--- src/source/cpuPkg.sv ---
package cpuPkg;

	typedef logic [31:0] word_t;
	typedef logic [4:0] regAddr_t;
	typedef logic [5:0] opcode_t;
	typedef logic [5:0] func_t;
	typedef logic [7:0] imemAddr_t;
	typedef logic [7:0] dmemAddr_t;

	localparam int IMEM_DEPTH = 256;
	localparam int DMEM_DEPTH = 256;

	// Opcodes
	localparam opcode_t OP_RTYPE = 6'b000000;
	localparam opcode_t OP_LI = 6'b001001;
	localparam opcode_t OP_LW = 6'b100011;
	localparam opcode_t OP_SW = 6'b101011;
	localparam opcode_t OP_BNE = 6'b000101;
	localparam opcode_t OP_XORI = 6'b001110;

	// R-type function codes
	localparam func_t FUNC_ADD = 6'b100000;
	localparam func_t FUNC_SUB = 6'b100010;
	localparam func_t FUNC_SLT = 6'b101010;

	// Instruction field positions with func at bit 0
	localparam int OPCODE_LSB = 26;
	localparam int RS_LSB = 21;
	localparam int RT_LSB = 16;
	localparam int RD_LSB = 11;
	localparam int IMM_WIDTH = 16;

endpackage

--- src/source/pipeBuses.sv ---
`timescale 1ns/1ns

interface decodeExBus;
	import cpuPkg::*;

	logic valid;
	opcode_t opcode;
	func_t func;
	regAddr_t rs;
	regAddr_t rt;
	regAddr_t rd;
	word_t operandA;
	word_t operandB;
	word_t immediate;
	imemAddr_t branchTarget;

	modport dec (
		output valid, opcode, func, rs, rt, rd,
		output operandA, operandB, immediate, branchTarget
	);

	modport exe (
		input valid, opcode, func, rs, rt, rd,
		input operandA, operandB, immediate, branchTarget
	);

endinterface


--- src/source/decodeUnit.sv ---
`timescale 1ns/1ns

module decodeUnit (
	input  logic clk,
	input  logic rst,
	input  cpuPkg::word_t instr,
	input  logic instrValid,
	input  logic branchTaken,
	input  logic wbValid,
	input  cpuPkg::regAddr_t wbReg,
	input  cpuPkg::word_t wbData,
	output logic stall,
	decodeExBus.dec idEx
);
	import cpuPkg::*;

	word_t regFile [32];

	opcode_t opcode;
	func_t func;
	regAddr_t rs;
	regAddr_t rt;
	regAddr_t rd;
	word_t immediate;
	word_t rsData;
	word_t rtData;
	imemAddr_t fetchPc;
	logic usesRs;
	logic usesRt;
	logic loadHazard;

	// Field split
	assign opcode = instr[OPCODE_LSB +: $bits(opcode_t)];
	assign func = instr[$bits(func_t)-1:0];
	assign rs = instr[RS_LSB +: $bits(regAddr_t)];
	assign rt = instr[RT_LSB +: $bits(regAddr_t)];
	assign rd = instr[RD_LSB +: $bits(regAddr_t)];
	assign immediate = {{($bits(word_t) - IMM_WIDTH){instr[IMM_WIDTH-1]}}, instr[IMM_WIDTH-1:0]};

	always_ff @(posedge clk) begin
		if (rst) begin
			for (int i = 0; i < 32; i++) begin
				regFile[i] <= '0;
			end
		end else if (wbValid && wbReg != '0) begin
			regFile[wbReg] <= wbData;
		end
	end

	// Register 0 reads zero and a retiring write shows through
	assign rsData = (rs == '0) ? '0 : (wbValid && wbReg == rs) ? wbData : regFile[rs];
	assign rtData = (rt == '0) ? '0 : (wbValid && wbReg == rt) ? wbData : regFile[rt];

	// Mirror of the fetch PC with the decode instruction one below it
	always_ff @(posedge clk) begin
		if (rst) begin
			fetchPc <= '0;
		end else if (branchTaken) begin
			fetchPc <= idEx.branchTarget;
		end else if (!stall) begin
			fetchPc <= fetchPc + imemAddr_t'(1);
		end
	end

	// Load-use check against the load waiting in execute
	assign usesRs = (opcode != OP_LI);
	assign usesRt = (opcode == OP_RTYPE) || (opcode == OP_SW) || (opcode == OP_BNE);
	assign loadHazard = idEx.valid && (idEx.opcode == OP_LW) && (idEx.rt != '0) &&
		((usesRs && rs == idEx.rt) || (usesRt && rt == idEx.rt));
	assign stall = instrValid && loadHazard;

	// Bubble on a stall or a taken branch
	always_ff @(posedge clk) begin
		if (rst) begin
			idEx.valid <= 1'b0;
		end else begin
			idEx.valid <= instrValid && !stall && !branchTaken;
		end
	end

	always_ff @(posedge clk) begin
		idEx.opcode <= opcode;
		idEx.func <= func;
		idEx.rs <= rs;
		idEx.rt <= rt;
		idEx.rd <= rd;
		idEx.operandA <= rsData;
		idEx.operandB <= rtData;
		idEx.immediate <= immediate;
		idEx.branchTarget <= fetchPc + imemAddr_t'(immediate);
	end

endmodule

--- src/flat_wrapper.sv ---
// flat-port wrapper written by rule: the top's interface ports become plain ports
module decodeUnit_flat import cpuPkg::*;
  (clk, rst, instr, instrValid, branchTaken, wbValid, wbReg, wbData, stall, idEx_valid, idEx_opcode, idEx_func, idEx_rs, idEx_rt, idEx_rd, idEx_operandA, idEx_operandB, idEx_immediate, idEx_branchTarget);
  decodeExBus idEx_i ();
  input  logic clk;
  input  logic rst;
  input  cpuPkg::word_t instr;
  input  logic instrValid;
  input  logic branchTaken;
  input  logic wbValid;
  input  cpuPkg::regAddr_t wbReg;
  input  cpuPkg::word_t wbData;
  output logic stall;
  output wire logic [$bits(idEx_i.valid)-1:0] idEx_valid;
  output wire logic [$bits(idEx_i.opcode)-1:0] idEx_opcode;
  output wire logic [$bits(idEx_i.func)-1:0] idEx_func;
  output wire logic [$bits(idEx_i.rs)-1:0] idEx_rs;
  output wire logic [$bits(idEx_i.rt)-1:0] idEx_rt;
  output wire logic [$bits(idEx_i.rd)-1:0] idEx_rd;
  output wire logic [$bits(idEx_i.operandA)-1:0] idEx_operandA;
  output wire logic [$bits(idEx_i.operandB)-1:0] idEx_operandB;
  output wire logic [$bits(idEx_i.immediate)-1:0] idEx_immediate;
  output wire logic [$bits(idEx_i.branchTarget)-1:0] idEx_branchTarget;
  assign idEx_valid = idEx_i.valid;
  assign idEx_opcode = idEx_i.opcode;
  assign idEx_func = idEx_i.func;
  assign idEx_rs = idEx_i.rs;
  assign idEx_rt = idEx_i.rt;
  assign idEx_rd = idEx_i.rd;
  assign idEx_operandA = idEx_i.operandA;
  assign idEx_operandB = idEx_i.operandB;
  assign idEx_immediate = idEx_i.immediate;
  assign idEx_branchTarget = idEx_i.branchTarget;
  decodeUnit u_core (.clk(clk), .rst(rst), .instr(instr), .instrValid(instrValid), .branchTaken(branchTaken), .wbValid(wbValid), .wbReg(wbReg), .wbData(wbData), .stall(stall), .idEx(idEx_i));
endmodule
--- config.mk ---
export PLATFORM = sky130hd
export DESIGN_NAME = decodeUnit_flat
export DESIGN_NICKNAME = d
export VERILOG_FILES = /design/src/source/cpuPkg.sv /design/src/source/pipeBuses.sv /design/src/source/decodeUnit.sv /design/src/flat_wrapper.sv
export SDC_FILE = /design/constraint.sdc
export NUM_CORES = 2
export LEC_CHECK = 0
export BUFFER_PORTS_ARGS = -buffer_cell sky130_fd_sc_hd__buf_2
export CAP_MARGIN = 20
export CORE_AREA = 2 2 476 360
export CTS_BUF_LIST = sky130_fd_sc_hd__clkbuf_8
export DETAILED_ROUTE_END_ITERATION = 7
export DIE_AREA = 0 0 478 362
export PLACE_DENSITY = 0.5
export RECOVER_POWER = 25
export SYNTH_ARGS = -nofsm -noshare
export SYNTH_HDL_FRONTEND = slang
export SYNTH_SLANG_ARGS = --single-unit
--- constraint.sdc ---
create_clock -name clk -period 4.55 [get_ports clk]
set_input_delay 1.365 -clock clk [delete_from_list [all_inputs] [get_ports clk]]
set_output_delay 1.365 -clock clk [all_outputs]
set_load 0.05 [all_outputs]
# Yosys cells after proc, flatten, opt, wreduce, memory -nomap -nowiden

Memory sizes are Yosys's and may differ from the RTL's.
Cells that the tools add are included.

Input bits: 74
Bits in writable memories: 1024
Flip-flop bits (word level): 124
Word-level logic and storage cells: 57
Output and inout port bits: 133
Memories kept: 1

Add/sub/neg operators: 2
Mux-type cells: 12
Reductions and logical operators: 22
Equality and inequality tests: 9

Memory list:

| name           | words | bits a word | rd ports | clocked after memory_dff | write ports | RTL line         | source |
|---|---|---|---|---|---|---|---|
| u_core.regFile | 32    | 32          | 2        | 0                        | 32          | decodeUnit.sv:17 | `word_t regFile [32];` |

Operator list:

| kind                                                            | number |
|---|---|
| 32-bit 2-to-1 mux                                               | 3 |
| 32-bit OR reduction                                             | 1 |
| 5-bit == test                                                   | 4 |
| 8-bit 2-to-1 mux                                                | 2 |
| 6-bit == test, second input constant                            | 2 |
| 1-bit logical AND                                               | 11 |
| 5-bit zero test                                                 | 2 |
| 5-bit nonzero test                                              | 2 |
| 8-bit by 1-bit adder with 8-bit output, second input constant   | 1 |
| 8-bit adder                                                     | 1 |
| 6-bit by 3-bit == test with 1-bit output, second input constant | 1 |
| 6-bit zero test                                                 | 1 |
| 1-bit 2-to-1 mux                                                | 6 |
| 6-bit by 4-bit != test with 1-bit output, second input constant | 1 |
| 5-bit 2-to-1 mux                                                | 1 |
| 1-bit logical OR                                                | 3 |
| 1-bit zero test                                                 | 2 |
| 2-bit != test, second input constant                            | 1 |

# Longest topological paths before layout

Word-level depth: 10
Mapped depth: 10

# Worst setup path before layout

OpenSTA, ideal clock, no wires.

Kind: in2out
From: in instr[16]
To: out stall
Data arrival time: 2568 ps
Data required time: 3185 ps
Buffers on the path: 2
Slack: 617 ps
Stages on the path: 6
Cells stage by stage: buf_2 xor2_1 nor4_2 nand3_1 a211oi_2 buf_6

Word-level cells in the longest chain between the ends: 5

Ends and longest elaborated chain:

| what              | RTL line           | source |
|---|---|---|
| start, declared   | flat_wrapper.sv:7  | `input cpuPkg::word_t instr;` |
| 5-bit == test     | decodeUnit.sv:69   | `((usesRs && rs == idEx.rt) \|\| (usesRt && rt == idEx.rt));` |
| 1-bit logical AND | decodeUnit.sv:69   |  |
| 1-bit logical OR  | decodeUnit.sv:69   |  |
| 1-bit logical AND | decodeUnit.sv:68   | `assign loadHazard = idEx.valid && (idEx.opcode == OP_LW) && (idEx.rt != '0) &&` |
| 1-bit logical AND | decodeUnit.sv:70   | `assign stall = instrValid && loadHazard;` |
| end, declared     | flat_wrapper.sv:13 | `output logic stall;` |

No other way between the ends.

==> out/metrics.csv <==
stage,metric,value,unit
power_and_ir_drop,total_power,25.2,mW
cells_and_area,layout.nets,4326,
power_and_ir_drop,ir_worst_vdd,0.301,mV
timing,fmax,0.228,GHz
die,row_count,131,
synth,synth_edf_count,1024,
synth,synth_fa_ha_area_frac,0.00205,
timing,max_slew.worst_pin.slew,2.69,ns
synth,syn_area,58700,sq um
detailed_routing,ant_nets,0,
setup_path,crit_type,in -> reg,
cts,cts_resized,0,
timing,setup_viol,0,
global_route,antenna_found_initial,26,
synth,async_reset_ff_frac,0,
die,core-area,169000,sq um
synth,yosys_warnings,0,
synth,synth_top_area_cell,edfxtp_1,
placement,io_buffers,206,
die,die_x,478,um
synth,synth_common_cells,"edfxtp_1, and2_1, mux4_2",
synth,synth_seq_cells,1137,
die,die_area,173000,sq um
global_route,globalRouteMet3Util,0.0491,
die,ioPinCount,207,
cts,clockBufferDepth,3,
placement,globalplace.congestion,0.823,
synth,synthCells,4058,
timing,tns,0,ns
setup_path,cp.required,5.15,ns
timing,fin_crit,4.39,ns
power_and_ir_drop,p_leak,24.0,nW
detailed_routing,wl_per_cell,33.7,um
cells_and_area,area_growth,13.2,%
power_and_ir_drop,pwr_density_cell,380,nW/um^2
min_path,hold_class,reg -> reg,
cts,htree_levels,4,
synth,yosys.area_share.simple,0.123,
job,drv_cap,7,
global_route,grt.overflow.total,0,
cells_and_area,utilization,0.394,
setup_path,setup.worst_path.start_class,primary input,
timing,drv_slew,246,
synth,syn_area_per_cell,14.5,sq um
global_route,grt.total_usage,0.256,
detailed_routing,routed_wl,225000,um
timing,grt_setup_unrepaired,no,
detailed_routing,num_vias,38067,
detailed_routing,drc,0,
global_route,grtUsageMet1,0.374,
global_route,busiest_layer,met2,
global_route,grt_max_degree,104,
outcome,status,finished with violations,
synth,synth_top_flop_cell,edfxtp_1,
synth,ys_seq_area_frac,0.563,
cts,cts_buffers,196,
synth,synth_compound_area_frac,0.0584,
global_route,grt_pass1_vias,37323,
cts,clkSinkCount,1137,
synth,synth.most_common_cell,edfxtp_1,
synth,synth_mux_area_frac,0.216,
setup_path,worstPathArrival,4.99,ns
timing,hold_viol_final,0,
synth,synth_top_family_by_area,multiplexers,
die,die_h,362,um
cts,cts.hold.buffers_added,0,
detailed_routing,drt-initial-drc-count,4713,
cts,post-cts-setup-buffer-count,0,
cells_and_area,drive_gt1_frac,0.271,
timing,slew-limit-headroom,-0.796,
timing,final.period_utilization,0.965,
setup_path,crit_fanout,74,
cts,insertion_delay,0.93,ns
placement,place_hpwl,130000,um
die,start_util,0.348,
synth,synth-xor-area-share,0.00403,
cts,clk_pin_slew,0.06,ns
detailed_routing,vias_per_cell,5.70,
global_route,grt_pass1_wl,311000,um
timing,holdWs,0.484,ns
cts,cts-root-buf,clkbuf_8,
global_route,gr-usage-met2,0.389,
outcome,violations,"max-capacitance violations, max-slew violations",
synth,yosys-top-cells-area,"edfxtp_1, mux4_2, and2_1",
setup_path,end_kind,flop,
detailed_routing,dr.pass1.iters,6,
cts,cts_tree,done,
synth,ys_types,61,
timing,fin_skew,0.0343,ns
synth,synth.top_cell.area_share,0.524,
-- through the flow --
step	area, sq um	worst slack, ns	instances
after floorplan	58800	0.617	4089
after global placement	62900	0.113	6306
after detailed placement	62900	0.182	6306
after CTS	66600	0.0944	6664
after global routing	66400	0.0747	6666
final	66400	0.161	6673
-- cell type report --
type / count / area (sq um)
Antenna cell: 9 / 22.5
Clock buffer: 225 / 3100
Clock inverter: 133 / 592
Fill cell: 15519 / 102000
Inverter: 7 / 26.3
Multi-Input combinational cell: 2510 / 24100
Sequential cell: 1137 / 33000
Tap cell: 2261 / 2830
Timing Repair Buffer: 391 / 2750
-- path summary, 6_finish.rpt --
| kind | to | slack (ns) | startpoint | cells past startpoint |
|---|---|---|---|---|
| worst max-delay path | u_core.regFile[30][20]$_SDFFCE_PN0P_ | 0.16 | rst | 4 |
| worst min-delay path | u_core.fetchPc[5]$_SDFFE_PP0P_ | 0.48 | u_core.idEx.branchTarget[5]$_DFF_P_ | 2 |
| worst max register to register | u_core.fetchPc[4]$_SDFFE_PP0P_ | 1.99 | u_core.idEx.rt[2]$_DFF_P_ | 7 |
| worst min register to register | u_core.fetchPc[5]$_SDFFE_PP0P_ | 0.48 | u_core.idEx.branchTarget[5]$_DFF_P_ | 2 |
-- cell families after synthesis --
logic type | count (synthesis)
XOR/XNOR | 27
AND/OR/NAND/NOR | 1197
AO/OA/AOI/OAI | 478
other | 1
adder cells (fa/ha/maj) | 9
buffers and inverters | 442
flip-flops | 1137
multiplexers | 767
-- cells in the final DEF, fill, tap and decap left out, types with 100 or more instances in the layout --
| cell type | instances |
|---|---|
| buf_2 | 182 |
| inv_1 | 100 |
| buf_4 | 119 |
| clkbuf_8 | 225 |
| edfxtp_1 | 1024 |
| mux4_2 | 386 |
| mux2_2 | 126 |
| and2_1 | 919 |
| o22ai_1 | 126 |
| mux2i_1 | 255 |
| dfxtp_1 | 113 |
-- power breakdown --
group	internal, mW	total (mW)	switching, mW
Clock	4.54	9.03	4.49
Sequential	12.0	12.5	0.427
Combinational	1.34	3.71	2.37
Total	17.9	25.2	7.29
-- worst max-delay path, cell delays in order --
cell	delay [ns]
clkbuf_1	0.25
clkbuf_2	1.93
or2_1	0.97
buf_4	0.36
-- registers in the layout (all words and copies together), names as in the netlist --
name                      count
u_core.idEx.func              5
u_core.idEx.branchTarget      8
u_core.idEx.operandB         32
u_core.idEx.immediate         7
u_core.idEx.rt                5
u_core.idEx.rd                4
u_core.idEx.valid             1
u_core.idEx.opcode            6
u_core.fetchPc                8
u_core.idEx.operandA         32
u_core.idEx.rs                5
u_core.regFile             1024
-- routing by layer --
| layer | routed length (um) | part of all wire |
|---|---|---|
| met2 | 101000 | 0.45 |
| met4 | 5460 | 0.024 |
| met5 | 31 | 0.00014 |
| met1 | 100000 | 0.44 |
| met3 | 18800 | 0.084 |
Power figures use the tool's default switching activity.
