--- src/source/cpuPkg.sv ---
package cpuPkg;

	typedef logic [31:0] word_t;
	typedef logic [4:0] regAddr_t;
	typedef logic [5:0] opcode_t;
	typedef logic [5:0] func_t;
	typedef logic [7:0] imemAddr_t;
	typedef logic [7:0] dmemAddr_t;

	localparam int IMEM_DEPTH = 256;
	localparam int DMEM_DEPTH = 256;

	// Opcodes
	localparam opcode_t OP_RTYPE = 6'b000000;
	localparam opcode_t OP_LI = 6'b001001;
	localparam opcode_t OP_LW = 6'b100011;
	localparam opcode_t OP_SW = 6'b101011;
	localparam opcode_t OP_BNE = 6'b000101;
	localparam opcode_t OP_XORI = 6'b001110;

	// R-type function codes
	localparam func_t FUNC_ADD = 6'b100000;
	localparam func_t FUNC_SUB = 6'b100010;
	localparam func_t FUNC_SLT = 6'b101010;

	// Instruction field positions with func at bit 0
	localparam int OPCODE_LSB = 26;
	localparam int RS_LSB = 21;
	localparam int RT_LSB = 16;
	localparam int RD_LSB = 11;
	localparam int IMM_WIDTH = 16;

endpackage

--- src/source/pipeBuses.sv ---
`timescale 1ns/1ns

interface decodeExBus;
	import cpuPkg::*;

	logic valid;
	opcode_t opcode;
	func_t func;
	regAddr_t rs;
	regAddr_t rt;
	regAddr_t rd;
	word_t operandA;
	word_t operandB;
	word_t immediate;
	imemAddr_t branchTarget;

	modport dec (
		output valid, opcode, func, rs, rt, rd,
		output operandA, operandB, immediate, branchTarget
	);

	modport exe (
		input valid, opcode, func, rs, rt, rd,
		input operandA, operandB, immediate, branchTarget
	);

endinterface

interface exMemBus;
	import cpuPkg::*;

	logic valid;
	logic isLoad;
	logic isStore;
	logic writesReg;
	regAddr_t destReg;
	word_t result;
	word_t storeData;

	modport exe (output valid, isLoad, isStore, writesReg, destReg, result, storeData);

	modport mem (input valid, isLoad, isStore, writesReg, destReg, result, storeData);

endinterface

--- src/source/executeUnit.sv ---
`timescale 1ns/1ns

module executeUnit (
	input  logic clk,
	input  logic rst,
	decodeExBus.exe idEx,
	exMemBus.exe exMem,
	input  logic wbValid,
	input  cpuPkg::regAddr_t wbReg,
	input  cpuPkg::word_t wbData,
	output logic branchTaken,
	output cpuPkg::imemAddr_t branchTarget
);
	import cpuPkg::*;

	logic exFwdOk;
	word_t fwdA;
	word_t fwdB;
	word_t aluResult;
	logic writesReg;
	regAddr_t destReg;

	// Loads never forward from here since the decode stall covers them
	assign exFwdOk = exMem.valid && exMem.writesReg && !exMem.isLoad && (exMem.destReg != '0);

	assign fwdA = (exFwdOk && exMem.destReg == idEx.rs) ? exMem.result :
		(wbValid && wbReg == idEx.rs) ? wbData : idEx.operandA;
	assign fwdB = (exFwdOk && exMem.destReg == idEx.rt) ? exMem.result :
		(wbValid && wbReg == idEx.rt) ? wbData : idEx.operandB;

	always_comb begin
		aluResult = '0;
		writesReg = 1'b0;
		destReg = idEx.rt;
		case (idEx.opcode)
			OP_RTYPE: begin
				destReg = idEx.rd;
				writesReg = 1'b1;
				case (idEx.func)
					FUNC_ADD: aluResult = fwdA + fwdB;
					FUNC_SUB: aluResult = fwdA - fwdB;
					FUNC_SLT: aluResult = ($signed(fwdA) < $signed(fwdB)) ? word_t'(1) : '0;
					// Unknown func including the all-zero no-op
					default: writesReg = 1'b0;
				endcase
			end
			OP_XORI: begin
				aluResult = fwdA ^ idEx.immediate;
				writesReg = 1'b1;
			end
			OP_LI: begin
				aluResult = idEx.immediate;
				writesReg = 1'b1;
			end
			OP_LW: begin
				aluResult = fwdA + idEx.immediate;
				writesReg = 1'b1;
			end
			OP_SW: aluResult = fwdA + idEx.immediate;
			default: aluResult = '0;
		endcase
	end

	// BNE resolves here on forwarded operands
	assign branchTaken = idEx.valid && (idEx.opcode == OP_BNE) && (fwdA != fwdB);
	assign branchTarget = idEx.branchTarget;

	always_ff @(posedge clk) begin
		if (rst) begin
			exMem.valid <= 1'b0;
		end else begin
			exMem.valid <= idEx.valid;
		end
	end

	always_ff @(posedge clk) begin
		exMem.isLoad <= (idEx.opcode == OP_LW);
		exMem.isStore <= (idEx.opcode == OP_SW);
		exMem.writesReg <= writesReg;
		exMem.destReg <= destReg;
		exMem.result <= aluResult;
		exMem.storeData <= fwdB;
	end

endmodule

--- src/flat_wrapper.sv ---
// flat-port wrapper written by rule: the top's interface ports become plain ports
module executeUnit_flat import cpuPkg::*;
  (clk, rst, wbValid, wbReg, wbData, branchTaken, branchTarget, idEx_valid, idEx_opcode, idEx_func, idEx_rs, idEx_rt, idEx_rd, idEx_operandA, idEx_operandB, idEx_immediate, idEx_branchTarget, exMem_valid, exMem_isLoad, exMem_isStore, exMem_writesReg, exMem_destReg, exMem_result, exMem_storeData);
  decodeExBus idEx_i ();
  exMemBus exMem_i ();
  input  logic clk;
  input  logic rst;
  input  logic wbValid;
  input  cpuPkg::regAddr_t wbReg;
  input  cpuPkg::word_t wbData;
  output logic branchTaken;
  output cpuPkg::imemAddr_t branchTarget;
  input wire logic [$bits(idEx_i.valid)-1:0] idEx_valid;
  input wire logic [$bits(idEx_i.opcode)-1:0] idEx_opcode;
  input wire logic [$bits(idEx_i.func)-1:0] idEx_func;
  input wire logic [$bits(idEx_i.rs)-1:0] idEx_rs;
  input wire logic [$bits(idEx_i.rt)-1:0] idEx_rt;
  input wire logic [$bits(idEx_i.rd)-1:0] idEx_rd;
  input wire logic [$bits(idEx_i.operandA)-1:0] idEx_operandA;
  input wire logic [$bits(idEx_i.operandB)-1:0] idEx_operandB;
  input wire logic [$bits(idEx_i.immediate)-1:0] idEx_immediate;
  input wire logic [$bits(idEx_i.branchTarget)-1:0] idEx_branchTarget;
  output wire logic [$bits(exMem_i.valid)-1:0] exMem_valid;
  output wire logic [$bits(exMem_i.isLoad)-1:0] exMem_isLoad;
  output wire logic [$bits(exMem_i.isStore)-1:0] exMem_isStore;
  output wire logic [$bits(exMem_i.writesReg)-1:0] exMem_writesReg;
  output wire logic [$bits(exMem_i.destReg)-1:0] exMem_destReg;
  output wire logic [$bits(exMem_i.result)-1:0] exMem_result;
  output wire logic [$bits(exMem_i.storeData)-1:0] exMem_storeData;
  assign idEx_i.valid = idEx_valid;
  assign idEx_i.opcode = idEx_opcode;
  assign idEx_i.func = idEx_func;
  assign idEx_i.rs = idEx_rs;
  assign idEx_i.rt = idEx_rt;
  assign idEx_i.rd = idEx_rd;
  assign idEx_i.operandA = idEx_operandA;
  assign idEx_i.operandB = idEx_operandB;
  assign idEx_i.immediate = idEx_immediate;
  assign idEx_i.branchTarget = idEx_branchTarget;
  assign exMem_valid = exMem_i.valid;
  assign exMem_isLoad = exMem_i.isLoad;
  assign exMem_isStore = exMem_i.isStore;
  assign exMem_writesReg = exMem_i.writesReg;
  assign exMem_destReg = exMem_i.destReg;
  assign exMem_result = exMem_i.result;
  assign exMem_storeData = exMem_i.storeData;
  executeUnit u_core (.clk(clk), .rst(rst), .idEx(idEx_i), .exMem(exMem_i), .wbValid(wbValid), .wbReg(wbReg), .wbData(wbData), .branchTaken(branchTaken), .branchTarget(branchTarget));
endmodule
--- config.mk ---
export PLATFORM = sky130hd
export DESIGN_NAME = executeUnit_flat
export DESIGN_NICKNAME = d
export VERILOG_FILES = /design/src/source/cpuPkg.sv /design/src/source/pipeBuses.sv /design/src/source/executeUnit.sv /design/src/flat_wrapper.sv
export SDC_FILE = /design/constraint.sdc
export NUM_CORES = 1
export LEC_CHECK = 0
export BUFFER_PORTS_ARGS = -buffer_cell sky130_fd_sc_hd__buf_2
export CAP_MARGIN = 10
export CORE_UTILIZATION = 45
export CTS_BUF_LIST = sky130_fd_sc_hd__clkbuf_8 sky130_fd_sc_hd__clkbuf_16
export DETAILED_ROUTE_END_ITERATION = 6
export PLACE_DENSITY = 0.7
export SLEW_MARGIN = 40
export SYNTH_ARGS = -nofsm -noshare
export SYNTH_HDL_FRONTEND = slang
export SYNTH_SLANG_ARGS = --single-unit
--- constraint.sdc ---
create_clock -name clk -period 5.45 [get_ports clk]
set_input_delay 0.545 -clock clk [delete_from_list [all_inputs] [get_ports clk]]
set_output_delay 0.545 -clock clk [all_outputs]
set_load 0.05 [all_outputs]
After elaboration in Yosys (flattened, before gate mapping)
Index checks and enable logic that the tools add are counted.

Flip-flop bits (word level): 73. Input bits: 172. Output and inout bits: 82. Word-level logic and storage cells: 50.

Add/sub/neg operators: 3. Magnitude comparators: 1. Equal/unequal tests: 13. Multiplexer cells: 10. Bitwise logic cells: 1. Reductions and logical operators: 15.

Operator list (number): two-way mux 32 bit (4); case mux 32 bit (4 select lines) (1); case mux 32 bit (3 select lines) (1); adder 32 bit (2); < comparator 32 bit (1); != test 32 bit (1); subtractor 32 bit (1); XOR 32 bit (1); == test 6 bit, second input constant (5); == test 5 bit (4); == test 6 x 4 -> 1 bit, second input constant (2); logical AND 1 bit (9); == test 6 x 3 -> 1 bit, second input constant (1); zero test 6 bit (1); OR reduction 3 bit (2); two-way mux 5 bit (1); nonzero test 5 bit (1); two-way mux 1 bit (2); case mux 1 bit (2 select lines) (1); OR reduction 2 bit (1); zero test 1 bit (1).

Depth between registers and ports, before layout
Gate-level depths: netlist (run 1).

Depth after elaboration: 9. Gate-level depth with buffers: 20. Gate-level depth less buffers: 19.

Least setup slack after synthesis (run 1)
No wires, ideal clock.

Path type: register to output. Start: register u_core.exMem.destReg[0]. End: output branchTaken. Data arrival time: 4215 ps. Required time: 4905 ps. Setup slack: 690 ps. Cell stages (with the launch flop): 12. Cell sequence: dfxtp_1 -> or4_1 -> o21ai_1 -> nor4_1 -> clkbuf_1 -> o21ai_0 -> ha_1 -> clkbuf_1 -> nor2_1 -> nand3_1 -> nor3_1 -> a21boi_0.

Cells in the longest elaborated chain, start to end: 6. Elaborated cells on any way between the ends: 10. Those cells by class: eq/ne (3); mux (2); reduce/logical (5).

RTL lines: start, declared (line pipeBuses.sv:40) `modport exe (output valid, isLoad, isStore, writesReg, destReg, result, storeData);`; nonzero test 5 bit (line executeUnit.sv:24) `assign exFwdOk = exMem.valid && exMem.writesReg && !exMem.isLoad && (exMem.destReg != '0);`; logical AND 1 bit (line executeUnit.sv:24); logical AND 1 bit * (line executeUnit.sv:28) `assign fwdB = (exFwdOk && exMem.destReg == idEx.rt) ? exMem.result :`; two-way mux 32 bit * (line executeUnit.sv:28); via u_core.fwdB[23] (line executeUnit.sv:18) `word_t fwdB;`; != test 32 bit * (line executeUnit.sv:65) `assign branchTaken = idEx.valid && (idEx.opcode == OP_BNE) && (fwdA != fwdB);`; logical AND 1 bit * (line executeUnit.sv:65); end, declared (line flat_wrapper.sv:11) `output logic branchTaken;`.

The timed path passes the listed nets; every way through them passes the cells marked *.

Final worst setup path (run 1)
Start: input wbReg[4]. End: output branchTaken.

Cells in the longest elaborated chain, start to end: 6. Elaborated cells on any way between the ends: 10. Those cells by class: eq/ne (3); mux (4); reduce/logical (3).

RTL lines: start, declared (line flat_wrapper.sv:9) `input cpuPkg::regAddr_t wbReg;`; == test 5 bit (on tied branches) (line executeUnit.sv:27, executeUnit.sv:29); logical AND 1 bit (on tied branches) (line executeUnit.sv:27, executeUnit.sv:29); two-way mux 32 bit (on tied branches) (line executeUnit.sv:27, executeUnit.sv:29); two-way mux 32 bit (on tied branches) (line executeUnit.sv:26, executeUnit.sv:28); != test 32 bit * (line executeUnit.sv:65); logical AND 1 bit * (line executeUnit.sv:65).

Mark *: on every way between the ends. The rest lies on a longest branch, timed or not.

==> summary.txt, run 1 <==
Status
  • Status: completed

Route
  • Drc violations: 0
  • DR vias: 10900
  • Final ANT Viol Nets: 0
  • Routed len/inst: 19.6 um
  • DRT Wirelength: 35.7 mm
  • Vias per std cell: 5.98
  • Initial DRC Count: 1206
  • First drt pass iteration count: 6

Cells and area
  • Area Overhead vs Synth: 20.8%
  • Layout cells sized above 1: 21.7%
  • Design area: 11400 um2
  • Final core occ: 56.0%
  • Final cell count without fillers: 1822
  • Nets@finish: 1814

Floorplanning
  • Die span in y: 147 um
  • Die Area: 21500 um2
  • Die W: 147 um
  • Row count: 52
  • I/O pin count: 254
  • Initial core utilization: 46.3%
  • Core area: 20400 um2

STA
  • Setup TNS: 0 ns
  • RSZ-0062 raised after global routing: no
  • Endpoints failing hold: 0
  • F_max: 190 MHz
  • # setup viols final: 0
  • Slew Limit Fails: 0
  • Final worst path period need: 5.25 ns
  • Period utilisation layout: 96.4%
  • Worst Clk Skew: 0.0102 ns
  • Worst-Margin Slew: 0.899 ns
  • Rel. slew slack: 39.5%
  • WHS: 0.337 ns

Logic synthesis
  • YS warnings: 0
  • Combinational family with the most area after synthesis: compound AO/OA/AOI/OAI gates
  • XOR/XNOR Fraction of Synth Area: 4.46%
  • Netlist Area Pre-Place: 9430 um2
  • Post-Synth Simple-Gate Area: 20.8%
  • Adder-Cell Fraction of Synth Area: 13.1%
  • Post-Syn Instances: 1323
  • Number of synthesized flops with an enable pin: 0
  • Ys async rst share: 0%
  • Compound-cell area share of the yosys netlist: 32.2%
  • Cell variety after synth: 83
  • Mapped Nets: 1592
  • Top FF cell, synth: dfxtp_1
  • Seq/Total Area, Yosys: 15.5%
  • Avg Cell Area, Syn: 7.13 um2
  • Multiplexer area fraction after synthesis: 7.56%
  • Synthesis-stage register bit count: 73

Placed design
  • Area after DPL: 11100 um2
  • Placed cell count: 1804
  • Final Wtd Congestion: 1.03
  • # port buffers: 237
  • Post-DP HPWL: 28.5 mm

CTS
  • H-tree Lvls: 3
  • Clk Latency, worst-skew pair: 0.35 ns
  • Post-CTS Resized: 0
  • TritonCTS clock tree: yes
  • Hold buffer count at CTS: 0
  • Clock sinks: 73
  • Clock transition at path regs: 0.07 ns
  • CTS root buffer: clkbuf_16
  • Num CTS Buffers: 9
  • Post-CTS Setup Inserts: 0
  • Maximum clock path buffer count: 2

Critical path
  • Crit-path cells: buf_2, xor2_1, nor4_1, and3_2, buf_4, mux2i_1, o21ai_0, ha_1, or4_4, nand3b_1, nor3_1, a21boi_0, buf_2
  • Top cell family by delay on the critical path: simple AND/OR/NAND/NOR gates
  • Worst Path Arrival: 4.71 ns
  • Critical path class: in -> out
  • Critical path depth: 13
  • Crit path buffers/inverters: 3
  • Req. time, crit path: 4.91 ns
  • Reg2Reg Depth: 20
  • Critical path launch point type: primary input
  • Crit path largest cell delay: 0.70 ns
  • Crit Path Max Fanout: 14
  • Crit path top cell by count: buf_2
  • Critical Path End Type: output pin
  • Crit path max-delay cell type: o21ai_0

Power and ir drop
  • Switching power share of the total: 42.6%
  • Clk pwr share: 26.8%
  • P_sw: 0.000948 W
  • Maximum vdd drop: 140 uV
  • Cell-internal power: 0.00128 W
  • Comb pwr share: 47.2%
  • Seq pwr share: 26.0%
  • Pleak: 5.10 nW
  • PwrDens: 195 nW/um2

Global route
  • Vias in the first global route: 9730
  • Grt ovf: 0
  • Pin count of the biggest net entering global routing: 65
  • Global-route wire length before repair: 54.3 mm
  • Antenna violations before repair: 2
  • Aggregate global-route resource usage: 32.3%

Hold path
  • WHS Path Cells: 2
  • Hold Path Class: in -> reg

Job
  • Total of max-cap violations: 0
[power by group through the flow]
stage | Clock, W | Combinational (W) | Sequential [W]
final | 0.000597 | 0.00105 | 0.000578
after global routing | 0.000625 | 0.00114 | 0.000581
after CTS | 0.000599 | 0.00103 | 0.000578
after detailed placement | 0 | 0.00102 | 0.000590
after global placement | 0 | 0.00102 | 0.000590
after floorplan | 0 | 0.000615 | 0.000684
[routing by layer]
layer / global-route usage [%] / wire [um] / vias up
li1: - / - / 5278
met1: 48.0 / 16400 / 4984
met2: 45.9 / 14500 / 579
met3: 8.70 / 4340 / 48
met4: 6.56 / 456 / 0
met5: 0 / 0 / -
[sequential cells by signal (all words and copies together), names as in the netlist]
name                    flops
u_core.exMem.result        32
u_core.exMem.storeData     32
u_core.exMem.destReg        5
u_core.exMem.isLoad         1
u_core.exMem.isStore        1
u_core.exMem.valid          1
u_core.exMem.writesReg      1
[cells in the mapped netlist, types with 6 or more instances]
master      n  area share [%]
and2_1      8            0.53
clkbuf_1   64             2.5
a211oi_1   16             1.3
o21a_1     15             1.2
a211o_1    12             1.1
xor2_1     19             1.8
or3_1      11            0.73
ha_1       94              12
nor2b_1    16             1.1
a221oi_1   10            0.93
buf_1       6            0.24
nand2b_1    8            0.53
o211ai_1   14             1.1
nand3_1    33             1.8
a31oi_1    16             1.1
nor3_1     39             2.1
a22oi_1    12            0.96
o21bai_1   10            0.80
nor2_1     91             3.6
xnor2_1    29             2.7
buf_4       8            0.64
and3_1      6            0.40
nand2_1   153             6.1
o21ai_0   142             7.5
nand4_1    18             1.2
o31ai_1    15             1.2
inv_1      66             2.6
mux2i_1    69             7.3
dfxtp_1    73              15
a21o_1     40             3.2
a21oi_1   102             5.4
[worst paths after layout]
path,start,endpoint,slack [ns]
setup / recovery,wbReg[4],branchTaken,0.20
setup reg to reg,u_core.exMem.valid,u_core.exMem.result[24],0.31
hold reg to reg,u_core.exMem.result[31],u_core.exMem.storeData[31],0.56
hold / removal,rst,u_core.exMem.valid,0.34
[cell type report]
cell class,instances,area (um2)
clock inverter,5,30.0
sequential,73,1460
tap,270,338
antenna,2,5.00
timing repair buffer,294,1650
clock buffer,11,253
multi-input combinational,1099,7400
fill,1954,8970
inverter,68,255
[per-stage QoR]
stage | setup slack, ns | power, W
after detailed placement | 0.169 | 0.00161
final | 0.198 | 0.00223
after global placement | 0.170 | 0.00161
after global routing | 0.0966 | 0.00234
after CTS | 0.331 | 0.00220
after floorplan | 0.690 | 0.00130
[logic make-up (layout without fill, tap and decap cells)]
group | count (synthesis) | in the layout
compound gates | 467 | 467
simple gates | 416 | 416
buf+inv | 151 | 378
fa+ha+maj | 97 | 97
flops | 73 | 73
mux | 71 | 71
xor+xnor | 48 | 48
other cells | 0 | 2
[cells in the final DEF (no fill, tap or decap), drive strengths merged, types with 18 or more instances in the layout]
| cell type | count |
|---|---|
| ha | 94 |
| a21o | 40 |
| o21ai | 147 |
| mux2i | 69 |
| xnor2 | 29 |
| inv | 69 |
| nor3 | 40 |
| buf | 294 |
| xor2 | 19 |
| a21oi | 103 |
| nand2 | 153 |
| nor2 | 91 |
| nand4 | 18 |
| dfxtp | 73 |
| nand3 | 33 |
(Power assumes the default switching activity.)
==> run 2: changes to the inputs <==
CORE_UTILIZATION = 53   (was 45)
PLACE_DENSITY = 0.8   (was 0.7)
==> run 2 against run 1 <==
Net effect: critical endpoint is now u_core.exMem.result[30]; sequential cell count stayed put; clock power is 3% higher; final area is 0.76% lower; die area is 15% lower; register-to-register slack better by 0.26 ns; total power is 0.55% higher.
==> summary.txt, run 2 (synthesis gave the netlist of run 1 again) <==
Status
  • Status: completed

Global route
  • Vias in the first global route: 9645 (-0.87%)
  • Antenna violations before repair: 1 (-1)
  • Aggregate global-route resource usage: 37.9% (+5.6 points)
  • Global-route wire length before repair: 53.1 mm (-2.2%)
  • Grt ovf: 0 (unchanged)
  • Pin count of the biggest net entering global routing: 65 (unchanged)

Placed design
  • Post-DP HPWL: 28.2 mm (-1.1%)
  • # port buffers: 237 (unchanged)
  • Area after DPL: 11000 um2 (-0.80%)
  • Placed cell count: 1753 (-2.8%)
  • Final Wtd Congestion: 1.02 (-1.6%)
  • Pre-CTS setup slack: 0.395 ns (+0.226 ns)

Power and ir drop
  • Seq pwr share: 26.0% (about the same)
  • Clk pwr share: 27.5% (+0.7 points)
  • Pleak: 5.07 nW (-0.53%)
  • Cell-internal power: 0.00130 W (+2.0%)
  • Power after layout: 0.00224 W (+0.55%)
  • P_sw: 0.000935 W (-1.4%)
  • PwrDens: 198 nW/um2 (+1.3%)
  • Comb pwr share: 46.5% (-0.7 points)
  • Maximum vdd drop: 144 uV (+2.6%)
  • Switching power share of the total: 41.8% (-0.84 points)

CTS
  • TritonCTS clock tree: yes
  • Post-CTS Setup Inserts: 0 (unchanged)
  • H-tree Lvls: 3 (unchanged)
  • Post-CTS Resized: 0 (unchanged)
  • CTS root buffer: clkbuf_16
  • Hold buffer count at CTS: 0 (unchanged)
  • Maximum clock path buffer count: 2 (unchanged)
  • Clock sinks: 73 (unchanged)
  • Num CTS Buffers: 9 (unchanged)
  • Clk Latency, worst-skew pair: 0.36 ns (about the same)
  • Clock transition at path regs: 0.06 ns (about the same)

STA
  • Setup ws final: 0.572 ns (+0.374 ns)
  • Final worst path period need: 4.88 ns (-0.374 ns)
  • Worst Clk Skew: 0.0109 ns (+0.000703 ns)
  • RSZ-0062 raised after global routing: no
  • F_max: 205 MHz (+7.7%)
  • Setup TNS: 0 ns (unchanged)
  • Slew Limit Fails: 0 (unchanged)
  • Rel. slew slack: 42.0% (+2.5 points)
  • Worst-Margin Slew: 0.868 ns (-0.0318 ns)
  • Period utilisation layout: 89.5% (-6.9 points)
  • Endpoints failing hold: 0 (unchanged)
  • # setup viols final: 0 (unchanged)

Floorplanning
  • I/O pin count: 254 (unchanged)
  • Initial core utilization: 54.3% (+8.0 points)
  • Row count: 48 (-7.7%)
  • Die Area: 18300 um2 (-15%)
  • Die span in y: 135 um (-7.7%)
  • Die W: 135 um (-7.7%)
  • Core area: 17400 um2 (-15%)

Critical path
  • Worst Path Arrival: 5.11 ns (+0.40 ns)
  • Crit Path Max Fanout: 63 (+49)
  • Critical path class: reg -> reg
  • Req. time, crit path: 5.69 ns (+0.78 ns)
  • Critical path launch point type: flop
  • Critical Path End Type: flop

Route
  • DR vias: 11100 (+2.0%)
  • First drt pass iteration count: 7 (+1)
  • Vias per std cell: 6.28 (+5.1%)
  • Initial DRC Count: 1350 (+12%)
  • Drc violations: 0 (unchanged)
  • Final ANT Viol Nets: 0 (unchanged)
  • DRT Wirelength: 35.5 mm (-0.34%)
  • Routed len/inst: 20.1 um (+2.7%)

Cells and area
  • Area Overhead vs Synth: 19.9%
  • Most common cell after layout, fill and taps aside: buf_2
  • Final cell count without fillers: 1768 (-3.0%)
  • Diodes inserted: 0 (-2)
  • Layout cells sized above 1: 21.3% (-0.36 points)
  • Design area: 11300 um2 (-0.76%)
  • Commonest cells after routing, fill and taps aside: 237 x buf_2, 153 x nand2_1, 141 x o21ai_0, 102 x a21oi_1, 94 x ha_1
  • Nets@finish: 1808 (-0.33%)
  • Biggest regs: u_core.exMem.result (32), u_core.exMem.storeData (32), u_core.exMem.destReg (5)

Job
  • Total of max-cap violations: 0 (unchanged)

Hold path
  • Hold Path Class: in -> reg
## run 2: cell types whose count changed in the layout (fill, tap and decap cells not counted)
cell / delta
nor3_2: -1
bufinv_16: +1
o21ai_1: +1
buf_12: +1
buf_4: -7
nor3_1: +1
clkinv_4: +1
diode_2: -2
o21ai_0: -1
inv_6: -1
inv_1: -1
clkbuf_8: -1
## run 2: worst paths after layout
kind                                         startpoint                         to  slack (ns)  cells after the start
worst max register to register  u_core.exMem.destReg[0]    u_core.exMem.result[30]        0.57                     15
worst max-delay path            u_core.exMem.destReg[0]    u_core.exMem.result[30]        0.57                     15
worst min-delay path                                rst         u_core.exMem.valid        0.33                      2
worst min register to register   u_core.exMem.result[6]  u_core.exMem.storeData[6]        0.57                      2
## run 2: metal layers
layer | wire length, um | up-vias | track usage (%)
met5 | 0 | - | 0
met4 | 622 | 0 | 10.4
met3 | 4280 | 58 | 8.53
met2 | 14300 | 645 | 53.8
met1 | 16300 | 5129 | 56.2
li1 | - | 5272 | -
## run 2: layout make-up
cell class	instances	area (um2)
Clock buffer	10	239
Clock inverter	5	56.3
Fill cell	1632	6050
Inverter	68	255
Multi-Input combinational cell	1099	7400
Sequential cell	73	1460
Tap cell	225	282
Timing Repair Buffer	288	1620
## run 2: through the flow
stage / hold WS [ns] / util, %
3_5_place_dp: 0.565 / 63.5
6_report: 0.333 / 65.2
4_1_cts: 0.332 / 65.2
2_1_floorplan: 0.617 / -
5_1_grt: 0.344 / 65.2
3_3_place_gp: 0.559 / 63.5
## run 2: power by group through the flow
stage | Combinational (W) | Clock [W] | Sequential, W
floorplan | 0.000615 | 0 | 0.000684
global placement | 0.00100 | 0 | 0.000592
detailed placement | 0.00101 | 0 | 0.000592
CTS | 0.00101 | 0.000619 | 0.000580
global route | 0.00112 | 0.000639 | 0.000583
finish | 0.00104 | 0.000615 | 0.000581
## run 2: worst max-delay path, cell delays in order, from the launching register on
cell and delay, ns:
dfxtp_1 0.34, or4_1 0.53, o21ai_1 0.29, nor4_4 0.10
buf_12 0.20, o21ai_0 0.63, ha_1 0.41, a21oi_1 0.31
nor2b_1 0.14, o311ai_4 0.40, a211oi_1 0.17, or3_4 0.40
a21o_1 0.21, a21oi_4 0.18, mux2i_1 0.12, a211o_1 0.29
